$ cat config.mk
export PLATFORM = sky130hd
export DESIGN_NAME = dmi_jtag_master
export DESIGN_NICKNAME = d
export VERILOG_FILES = /design/src/rtl/dmi_jtag_pkg.sv /design/src/rtl/dmi_req_buffer.sv /design/src/rtl/jtag_tap_driver.sv /design/src/rtl/dmi_access_seq.sv /design/src/rtl/dmi_resp_sender.sv /design/src/rtl/dmi_jtag_master.sv
export SDC_FILE = /design/constraint.sdc
export NUM_CORES = 1
export LEC_CHECK = 0
export BUFFER_PORTS_ARGS = -buffer_cell sky130_fd_sc_hd__buf_2
export CAP_MARGIN = 20
export CORE_ASPECT_RATIO = 1.5
export CORE_MARGIN = 1.5
export CORE_UTILIZATION = 54
export DETAILED_ROUTE_END_ITERATION = 6
export PLACE_DENSITY = 0.75
export SLEW_MARGIN = 0
export SYNTH_ARGS = -nofsm -noshare
export SYNTH_HDL_FRONTEND = slang
export SYNTH_SLANG_ARGS = --single-unit
$ cat constraint.sdc
create_clock -name clock -period 3.8 [get_ports clock]
set_input_delay 0.76 -clock clock [delete_from_list [all_inputs] [get_ports clock]]
set_output_delay 0.76 -clock clock [all_outputs]
set_load 0.005 [all_outputs]
$ cat src/rtl/dmi_jtag_pkg.sv
package dmi_jtag_pkg;

   // dmi frame holds address over data over op
   localparam int DMI_ABITS = 7;
   localparam int DMI_DATA_W = 32;
   localparam int DMI_FRAME_W = DMI_ABITS + DMI_DATA_W + 2;
   localparam int DTMCS_W = 32;
   localparam int DMISTAT_LSB = 10;
   localparam int IR_LEN = 5;
   localparam int DR_LEN_W = 6;

   // tck generation
   localparam int TCK_HALF_CLOCKS = 4;
   localparam int TCK_DIV_W = $clog2(TCK_HALF_CLOCKS);
   localparam int TAP_RESET_TCKS = 10;

   // flow control
   localparam int REQ_DEPTH = 4;
   localparam int REQ_PTR_W = $clog2(REQ_DEPTH);
   localparam int RESP_CREDIT_W = 4;

   typedef enum logic [1:0] {
      dmi_nop   = 2'd0,
      dmi_read  = 2'd1,
      dmi_write = 2'd2
   } dmi_op_e;

   typedef enum logic [1:0] {
      dmi_ok     = 2'd0,
      dmi_failed = 2'd2,
      dmi_busy   = 2'd3
   } dmi_status_e;

   typedef enum logic [IR_LEN-1:0] {
      ir_dtmcs = 5'h10,
      ir_dmi   = 5'h11
   } jtag_ir_e;

   // ieee 1149.1 controller states
   typedef enum logic [3:0] {
      ts_test_logic_reset = 4'd0,
      ts_run_test_idle    = 4'd1,
      ts_select_dr        = 4'd2,
      ts_capture_dr       = 4'd3,
      ts_shift_dr         = 4'd4,
      ts_exit1_dr         = 4'd5,
      ts_pause_dr         = 4'd6,
      ts_exit2_dr         = 4'd7,
      ts_update_dr        = 4'd8,
      ts_select_ir        = 4'd9,
      ts_capture_ir       = 4'd10,
      ts_shift_ir         = 4'd11,
      ts_exit1_ir         = 4'd12,
      ts_pause_ir         = 4'd13,
      ts_exit2_ir         = 4'd14,
      ts_update_ir        = 4'd15
   } tap_state_e;

   typedef struct packed {
      logic [DMI_ABITS-1:0]  addr;
      logic [DMI_DATA_W-1:0] data;
      dmi_op_e               op;
   } dmi_req_t;

   typedef struct packed {
      logic [DMI_DATA_W-1:0] data;
      dmi_status_e           status;
   } dmi_resp_t;

   typedef struct packed {
      jtag_ir_e               ir;
      logic [DR_LEN_W-1:0]    dr_len;
      logic [DMI_FRAME_W-1:0] dr_data;
   } scan_req_t;

endpackage

$ cat src/rtl/dmi_req_buffer.sv
`timescale 1ns/100ps

module dmi_req_buffer (
   input  logic                   clock,
   input  logic                   rst_n,
   input  logic                   req_valid,
   input  dmi_jtag_pkg::dmi_req_t req,
   input  logic                   pop,
   output logic                   not_empty,
   output dmi_jtag_pkg::dmi_req_t head,
   output logic                   req_credit
);
   import dmi_jtag_pkg::*;

   dmi_req_t             mem [REQ_DEPTH];
   logic [REQ_PTR_W-1:0] wr_ptr;
   logic [REQ_PTR_W-1:0] rd_ptr;
   logic [REQ_PTR_W:0]   count;
   logic                 do_pop;

   assign not_empty = (count != '0);
   assign do_pop = pop && not_empty;
   assign head = mem[rd_ptr];

   // fifo entries
   always_ff @(posedge clock) begin
      if (req_valid) begin
         mem[wr_ptr] <= req;
      end
   end

   always_ff @(posedge clock or negedge rst_n) begin
      if (!rst_n) begin
         wr_ptr <= '0;
         rd_ptr <= '0;
         count <= '0;
         req_credit <= 1'b0;
      end else begin
         if (req_valid) begin
            wr_ptr <= wr_ptr + 1'b1;
         end
         if (do_pop) begin
            rd_ptr <= rd_ptr + 1'b1;
         end
         case ({req_valid, do_pop})
            2'b10: count <= count + 1'b1;
            2'b01: count <= count - 1'b1;
            default: ;
         endcase
         // one credit back per entry leaving
         req_credit <= do_pop;
      end
   end

endmodule

$ cat src/rtl/jtag_tap_driver.sv
`timescale 1ns/100ps

module jtag_tap_driver (
   input  logic                                 clock,
   input  logic                                 rst_n,
   input  logic                                 scan_start,
   input  logic                                 tap_reset,
   input  dmi_jtag_pkg::scan_req_t              scan,
   input  logic                                 tdo,
   output logic                                 tck,
   output logic                                 tms,
   output logic                                 tdi,
   output logic                                 trst_n,
   output logic                                 scan_done,
   output logic [dmi_jtag_pkg::DMI_FRAME_W-1:0] tdo_capture
);
   import dmi_jtag_pkg::*;

   tap_state_e             tap_state;
   logic                   active;
   logic                   ir_phase;
   logic                   last_fall;
   logic [TCK_DIV_W-1:0]   div_cnt;
   logic [DR_LEN_W-1:0]    bit_cnt;
   logic [DR_LEN_W-1:0]    dr_len_q;
   logic [IR_LEN-1:0]      ir_sr;
   logic [DMI_FRAME_W-1:0] dr_sr;
   logic                   half_tick;
   logic                   rise;
   logic                   fall;
   logic                   start;
   logic                   tms_next;
   logic                   tdi_next;

   function automatic tap_state_e tap_next(tap_state_e cur, logic tms_in);
      case (cur)
         ts_test_logic_reset: return tms_in ? ts_test_logic_reset : ts_run_test_idle;
         ts_run_test_idle:    return tms_in ? ts_select_dr : ts_run_test_idle;
         ts_select_dr:        return tms_in ? ts_select_ir : ts_capture_dr;
         ts_capture_dr:       return tms_in ? ts_exit1_dr : ts_shift_dr;
         ts_shift_dr:         return tms_in ? ts_exit1_dr : ts_shift_dr;
         ts_exit1_dr:         return tms_in ? ts_update_dr : ts_pause_dr;
         ts_pause_dr:         return tms_in ? ts_exit2_dr : ts_pause_dr;
         ts_exit2_dr:         return tms_in ? ts_update_dr : ts_shift_dr;
         ts_update_dr:        return tms_in ? ts_select_dr : ts_run_test_idle;
         ts_select_ir:        return tms_in ? ts_test_logic_reset : ts_capture_ir;
         ts_capture_ir:       return tms_in ? ts_exit1_ir : ts_shift_ir;
         ts_shift_ir:         return tms_in ? ts_exit1_ir : ts_shift_ir;
         ts_exit1_ir:         return tms_in ? ts_update_ir : ts_pause_ir;
         ts_pause_ir:         return tms_in ? ts_exit2_ir : ts_pause_ir;
         ts_exit2_ir:         return tms_in ? ts_update_ir : ts_shift_ir;
         default:             return tms_in ? ts_select_dr : ts_run_test_idle;
      endcase
   endfunction

   assign trst_n = 1'b1;
   assign start = scan_start && !active;
   assign half_tick = active && (div_cnt == TCK_DIV_W'(TCK_HALF_CLOCKS - 1));
   assign rise = half_tick && !tck;
   assign fall = half_tick && tck;

   // pins for the coming rising edge as picked from the state just entered
   always_comb begin
      tms_next = 1'b1;
      tdi_next = 1'b0;
      case (tap_state)
         ts_test_logic_reset: tms_next = (bit_cnt < DR_LEN_W'(TAP_RESET_TCKS));
         ts_select_dr:        tms_next = ir_phase;
         ts_select_ir, ts_capture_ir, ts_capture_dr, ts_update_dr: tms_next = 1'b0;
         ts_shift_ir: begin
            tdi_next = ir_sr[0];
            tms_next = (bit_cnt == DR_LEN_W'(IR_LEN - 1));
         end
         ts_shift_dr: begin
            tdi_next = dr_sr[0];
            tms_next = (bit_cnt == dr_len_q - DR_LEN_W'(1));
         end
         default: ;
      endcase
   end

   always_ff @(posedge clock or negedge rst_n) begin
      if (!rst_n) begin
         tck <= 1'b0;
         tms <= 1'b1;
         tdi <= 1'b0;
         tap_state <= ts_test_logic_reset;
         active <= 1'b0;
         ir_phase <= 1'b0;
         div_cnt <= '0;
         bit_cnt <= '0;
         last_fall <= 1'b0;
         scan_done <= 1'b0;
      end else begin
         if (start) begin
            active <= 1'b1;
            div_cnt <= '0;
            bit_cnt <= '0;
            ir_phase <= 1'b1;
            if (tap_reset) begin
               tap_state <= ts_test_logic_reset;
            end
         end else if (active) begin
            div_cnt <= half_tick ? '0 : div_cnt + 1'b1;
         end
         if (rise) begin
            tck <= 1'b1;
            tap_state <= tap_next(tap_state, tms);
            // counts shifted bits, or reset edges while in test-logic-reset
            if (tap_state inside {ts_test_logic_reset, ts_shift_ir, ts_shift_dr}) begin
               bit_cnt <= bit_cnt + 1'b1;
            end else begin
               bit_cnt <= '0;
            end
            if (tap_state == ts_exit1_ir) begin
               ir_phase <= 1'b0;
            end
         end
         if (fall) begin
            tck <= 1'b0;
            tms <= tms_next;
            tdi <= tdi_next;
            // walk ends once back in run-test/idle
            if (tap_state == ts_run_test_idle) begin
               active <= 1'b0;
            end
         end
         last_fall <= fall && (tap_state == ts_run_test_idle);
         scan_done <= last_fall;
      end
   end

   always_ff @(posedge clock) begin
      if (start) begin
         ir_sr <= scan.ir;
         dr_sr <= scan.dr_data;
         dr_len_q <= scan.dr_len;
         tdo_capture <= '0;
      end else if (rise) begin
         if (tap_state == ts_shift_ir) begin
            ir_sr <= ir_sr >> 1;
         end
         if (tap_state == ts_shift_dr) begin
            dr_sr <= dr_sr >> 1;
            tdo_capture[bit_cnt] <= tdo;
         end
      end
   end

endmodule

$ cat src/rtl/dmi_access_seq.sv
`timescale 1ns/100ps

module dmi_access_seq (
   input  logic                                 clock,
   input  logic                                 rst_n,
   input  logic                                 not_empty,
   input  dmi_jtag_pkg::dmi_req_t               head,
   input  logic                                 scan_done,
   input  logic [dmi_jtag_pkg::DMI_FRAME_W-1:0] tdo_capture,
   input  logic                                 resp_accepted,
   output logic                                 pop,
   output logic                                 scan_start,
   output logic                                 tap_reset,
   output dmi_jtag_pkg::scan_req_t              scan,
   output logic                                 resp_push,
   output dmi_jtag_pkg::dmi_resp_t              resp
);
   import dmi_jtag_pkg::*;

   typedef enum logic [2:0] {
      tap_init,
      idle,
      poll_req,
      write,
      poll_resp,
      read,
      done
   } seq_state_e;

   seq_state_e state;
   dmi_req_t   cur_req;
   logic       in_scan;
   logic       dmi_free;

   assign dmi_free = (tdo_capture[DMISTAT_LSB +: 2] == 2'b00);
   assign pop = (state == idle) && not_empty;
   assign tap_reset = (state == tap_init);
   assign resp_push = (state == done);

   // dtmcs poll by default
   always_comb begin
      scan.ir = ir_dtmcs;
      scan.dr_len = DR_LEN_W'(DTMCS_W);
      scan.dr_data = '0;
      case (state)
         write: begin
            scan.ir = ir_dmi;
            scan.dr_len = DR_LEN_W'(DMI_FRAME_W);
            scan.dr_data = cur_req;
         end
         read: begin
            scan.ir = ir_dmi;
            scan.dr_len = DR_LEN_W'(DMI_FRAME_W);
            scan.dr_data = dmi_req_t'{addr: '0, data: '0, op: dmi_nop};
         end
         default: ;
      endcase
   end

   always_ff @(posedge clock or negedge rst_n) begin
      if (!rst_n) begin
         state <= tap_init;
         in_scan <= 1'b0;
         scan_start <= 1'b0;
      end else begin
         scan_start <= 1'b0;
         case (state)
            idle: begin
               if (not_empty) begin
                  state <= poll_req;
               end
            end
            // hold the response until a credit is there
            done: begin
               if (resp_accepted) begin
                  state <= idle;
               end
            end
            default: begin
               if (!in_scan) begin
                  scan_start <= 1'b1;
                  in_scan <= 1'b1;
               end else if (scan_done) begin
                  in_scan <= 1'b0;
                  case (state)
                     tap_init: state <= idle;
                     poll_req: state <= dmi_free ? write : poll_req;
                     write: state <= poll_resp;
                     poll_resp: state <= dmi_free ? read : poll_resp;
                     read: state <= done;
                     default: state <= idle;
                  endcase
               end
            end
         endcase
      end
   end

   always_ff @(posedge clock) begin
      if (pop) begin
         cur_req <= head;
      end
      // status in bits 1:0, data above it
      if ((state == read) && scan_done) begin
         resp.status <= dmi_status_e'(tdo_capture[1:0]);
         resp.data <= tdo_capture[DMI_DATA_W+1:2];
      end
   end

endmodule

$ cat src/rtl/dmi_resp_sender.sv
`timescale 1ns/100ps

module dmi_resp_sender (
   input  logic                    clock,
   input  logic                    rst_n,
   input  logic                    resp_credit,
   input  logic                    resp_push,
   input  dmi_jtag_pkg::dmi_resp_t resp,
   output logic                    resp_accepted,
   output logic                    resp_valid,
   output dmi_jtag_pkg::dmi_resp_t resp_out
);
   import dmi_jtag_pkg::*;

   logic [RESP_CREDIT_W-1:0] credit_cnt;
   logic                     credit_add;

   assign resp_accepted = resp_push && (credit_cnt != '0);
   // grants beyond the counter range are dropped
   assign credit_add = resp_credit && ((credit_cnt != '1) || resp_accepted);

   always_ff @(posedge clock or negedge rst_n) begin
      if (!rst_n) begin
         credit_cnt <= '0;
         resp_valid <= 1'b0;
      end else begin
         resp_valid <= resp_accepted;
         case ({credit_add, resp_accepted})
            2'b10: credit_cnt <= credit_cnt + 1'b1;
            2'b01: credit_cnt <= credit_cnt - 1'b1;
            default: ;
         endcase
      end
   end

   always_ff @(posedge clock) begin
      if (resp_accepted) begin
         resp_out <= resp;
      end
   end

endmodule

$ cat src/rtl/dmi_jtag_master.sv
`timescale 1ns/100ps

module dmi_jtag_master (
   input  logic                    clock,
   input  logic                    rst_n,
   input  logic                    req_valid,
   input  dmi_jtag_pkg::dmi_req_t  req,
   input  logic                    resp_credit,
   input  logic                    tdo,
   output logic                    req_credit,
   output logic                    resp_valid,
   output dmi_jtag_pkg::dmi_resp_t resp,
   output logic                    tck,
   output logic                    tms,
   output logic                    tdi,
   output logic                    trst_n
);
   import dmi_jtag_pkg::*;

   logic                   not_empty;
   dmi_req_t               head;
   logic                   pop;
   logic                   scan_start;
   logic                   tap_reset;
   scan_req_t              scan;
   logic                   scan_done;
   logic [DMI_FRAME_W-1:0] tdo_capture;
   logic                   resp_push;
   logic                   resp_accepted;
   dmi_resp_t              seq_resp;

   dmi_req_buffer u_req_buffer (
      .clock      (clock),
      .rst_n      (rst_n),
      .req_valid  (req_valid),
      .req        (req),
      .pop        (pop),
      .not_empty  (not_empty),
      .head       (head),
      .req_credit (req_credit)
   );

   dmi_access_seq u_access_seq (
      .clock         (clock),
      .rst_n         (rst_n),
      .not_empty     (not_empty),
      .head          (head),
      .scan_done     (scan_done),
      .tdo_capture   (tdo_capture),
      .resp_accepted (resp_accepted),
      .pop           (pop),
      .scan_start    (scan_start),
      .tap_reset     (tap_reset),
      .scan          (scan),
      .resp_push     (resp_push),
      .resp          (seq_resp)
   );

   jtag_tap_driver u_tap_driver (
      .clock       (clock),
      .rst_n       (rst_n),
      .scan_start  (scan_start),
      .tap_reset   (tap_reset),
      .scan        (scan),
      .tdo         (tdo),
      .tck         (tck),
      .tms         (tms),
      .tdi         (tdi),
      .trst_n      (trst_n),
      .scan_done   (scan_done),
      .tdo_capture (tdo_capture)
   );

   dmi_resp_sender u_resp_sender (
      .clock         (clock),
      .rst_n         (rst_n),
      .resp_credit   (resp_credit),
      .resp_push     (resp_push),
      .resp          (seq_resp),
      .resp_accepted (resp_accepted),
      .resp_valid    (resp_valid),
      .resp_out      (resp)
   );

endmodule

==> results.py <==
metrics = {
    "grt": {
        "grt_first_pass_wirelength_um": 39800,
        "grt_use_total_pct": 17.6,
        "antenna_found_initial": 0,
        "grt_overflow": 0,
        "grt_pass1_vias": 7697,
        "grt_max_degree": 46,
    },
    "sta": {
        "rsz0062_at_grt": "no",
        "fmax_ghz": 0.351,
        "min_period_ns": 2.85,
        "worst_pin_slew_ns": 0.925,
        "slew_headroom_pct": 38.2,
        "finalSetupViolCount": 0,
        "skew_ns": 0.0177,
        "period_share_pct": 75.0,
        "fin_ws_ns": 0.951,
        "fin_tns_setup_ns": 0,
        "report.final.slew_viol_count": 0,
        "finalHoldViolations": 0,
        "fin_hold_ws_ns": 0.341,
    },
    "critical_path": {
        "crit_family": "simple AND/OR/NAND/NOR gates",
        "worst-path-buf-inv": 1,
        "worstPathMaxFanout": 22,
        "cp_slowest_cell": "dfrtp_1",
        "endpoint_kind": "flop",
        "worstPathCellList": "nor4b_4 > and2_4 > or2_2 > buf_4",
        "worstSetupPathType": "reg -> reg",
        "arrival_ns": 3.04,
        "crit_path_start_kind": "flop",
        "slowest_delay_ns": 0.68,
        "cp.required_ns": 3.99,
    },
    "clock_tree": {
        "clock_latency_ns": 0.52,
        "path_clk_slew_ns": 0.07,
        "cts_hold_buffers": 0,
        "cts_setup_buffers": 0,
        "cts_buffers": 35,
        "clock-sinks": 391,
        "cts_root_buf": "clkbuf_16",
        "cts_resized": 0,
        "htreeDepth": 2,
        "cts_tree": "built",
        "cts.path.max_buffers": 3,
    },
    "yosys": {
        "synth_area_per_cell_um2": 17.2,
        "synthTopCellsByArea": "edfxtp_1, mux4_2, dfrtp_1, dfxtp_1, a22o_1",
        "synth_top_cell_area_share_pct": 64.8,
        "synth_seq_cells": 391,
        "synth_edf_count": 320,
        "yosysUniqueCellTypes": 65,
        "synth_nets": 919,
        "ys_warn_count": 0,
        "netlist_instances": 863,
        "async_flop_share_pct": 9.46,
        "synth_common_cells": "edfxtp_1, o21ai_0, a21oi_1, a22o_1, mux4_2",
        "synth_ff_type": "edfxtp_1",
        "yosysMostFrequentCell": "edfxtp_1",
        "seq_area_frac_synth_pct": 75.6,
        "yosys.area.top_type": "edfxtp_1",
        "syn_area_um2": 14800,
    },
    "route": {
        "vias": 7677,
        "route.met3.wl_um": 1060,
        "post_drt_wl_per_cell_um": 18.7,
        "wl_met2_um": 12800,
        "drt-total-wl_um": 24500,
        "top_layer_used": "met4",
        "ant_nets": 0,
        "firstDrtPassIters": 5,
        "wl_met1_um": 9910,
        "via_per_inst": 5.86,
        "drtIter0Drc": 556,
        "drc": 0,
    },
    "floorplanning": {
        "fp.dieArea_um2": 28500,
        "rows": 74,
        "die_width_um": 138,
        "coreArea_um2": 27100,
        "start_util_pct": 54.7,
        "die_y_um": 206,
        "boundaryPins": 86,
    },
    "power": {
        "power_density_nw_per_um2": 646,
        "p_leak_nw": 5.78,
        "total_power_mw": 10.7,
        "peakVddDrop_v": 0.000500,
    },
    "finish": {
        "layout-drive-gt1-share_pct": 21.6,
        "final_util_pct": 61.3,
        "fin_nets": 997,
        "area_delta_synth_final_pct": 12.1,
        "diodes": 0,
        "fin_cells": 1310,
        "design_area_um2": 16600,
    },
    "placed_design": {
        "gp_congestion": 0.830,
        "placed_cells": 1246,
        "io_buffers": 84,
        "place_area_um2": 15500,
        "hpwl_um": 14500,
        "place_ws_ns": 0.966,
    },
    "status": {
        "outcome": "finished, final reports clean",
    },
    "flow_run": {
        "max-cap-violations": 0,
    },
    "hold_path": {
        "min_path_type": "in -> async",
    },
}
state kept, by name (all words and copies together), names as in the netlist, 2 cells and up:
| name | flops |
|---|---|
| u_req_buffer.mem | 164 |
| u_tap_driver.div_cnt | 2 |
| u_access_seq.resp | 34 |
| u_access_seq.cur_req | 41 |
| u_tap_driver.bit_cnt | 6 |
| u_req_buffer.rd_ptr | 2 |
| u_resp_sender.resp_out | 34 |
| u_req_buffer.count | 3 |
| u_tap_driver.dr_sr | 41 |
| u_resp_sender.credit_cnt | 4 |
| u_access_seq.state | 3 |
| u_tap_driver.ir_sr | 5 |
| u_tap_driver.tap_state | 4 |
| u_tap_driver.tdo_capture | 34 |
| u_req_buffer.wr_ptr | 2 |
area by class of cell:
type	instances	area, um2
Clock inverter	16	146
Tap cell	342	428
Clock buffer	48	956
Timing Repair Buffer	97	518
Inverter	12	45.0
Fill cell	1942	10500
Sequential cell	391	11200
Multi-Input combinational cell	404	3330
cell families after synthesis:
| kind of cell | Yosys count | share of synthesized area [%] |
|---|---|---|
| DFF | 391 | 75.6 |
| AOI/OAI and AO/OA | 169 | 7.41 |
| and+or+nand+nor | 165 | 6.52 |
| buffers and inverters | 68 | 2.20 |
| muxes | 49 | 6.78 |
| adders and majority gates | 10 | 0.894 |
| xor gates and xnor gates | 10 | 0.590 |
| other | 1 | 0.0253 |
power breakdown:
group | switching [mW] | internal (mW)
Clock | 1.46 | 1.92
Sequential | 0.363 | 5.28
Combinational | 0.936 | 0.792
routing by layer:
layer / GRT usage, % / vias to the layer above
li1: - / 3577
met1: 21.3 / 3828
met3: 2.64 / 56
met4: 7.29 / 0
met2: 31.8 / 216
met5: 0 / -
path summary, 6_finish.rpt:
| kind | from | to | slack [ns] | depth (start not counted) |
|---|---|---|---|---|
| min in group clock | u_tap_driver.last_fall | u_tap_driver.scan_done | 0.35 | 0 |
| hold reg to reg | u_tap_driver.last_fall | u_tap_driver.scan_done | 0.35 | 0 |
| setup reg to reg | u_tap_driver.tap_state[2] | u_tap_driver.dr_sr[34] | 0.95 | 4 |
| max in group asynchronous | rst_n | u_req_buffer.rd_ptr[0] | 2.88 | 1 |
| hold / removal | rst_n | u_req_buffer.wr_ptr[0] | 0.34 | 1 |
| setup / recovery | u_tap_driver.tap_state[2] | u_tap_driver.dr_sr[34] | 0.95 | 4 |
placed cells by master (no fill, tap or decap), drive strengths merged, types with 5 or more instances in the layout:
master,count
edfxtp,320
buf,97
o21ai,50
clkbuf,48
a21oi,46
a22o,43
mux4,41
dfrtp,36
dfxtp,34
nand3,26
nand2,20
nand4,20
nor2,20
inv,14
nand2b,11
nor3,11
clkinv,10
and2,10
ha,9
or3,7
xor2,6
mux2i,6
nor2b,6
and3b,5
a31oi,5
worst register-to-register path, cell delays in order (launching register included):
cell and delay, ns:
dfrtp_1 0.68, nor4b_4 0.57, and2_4 0.36, or2_2 0.49, buf_4 0.41
(Power assumes the default switching activity.)
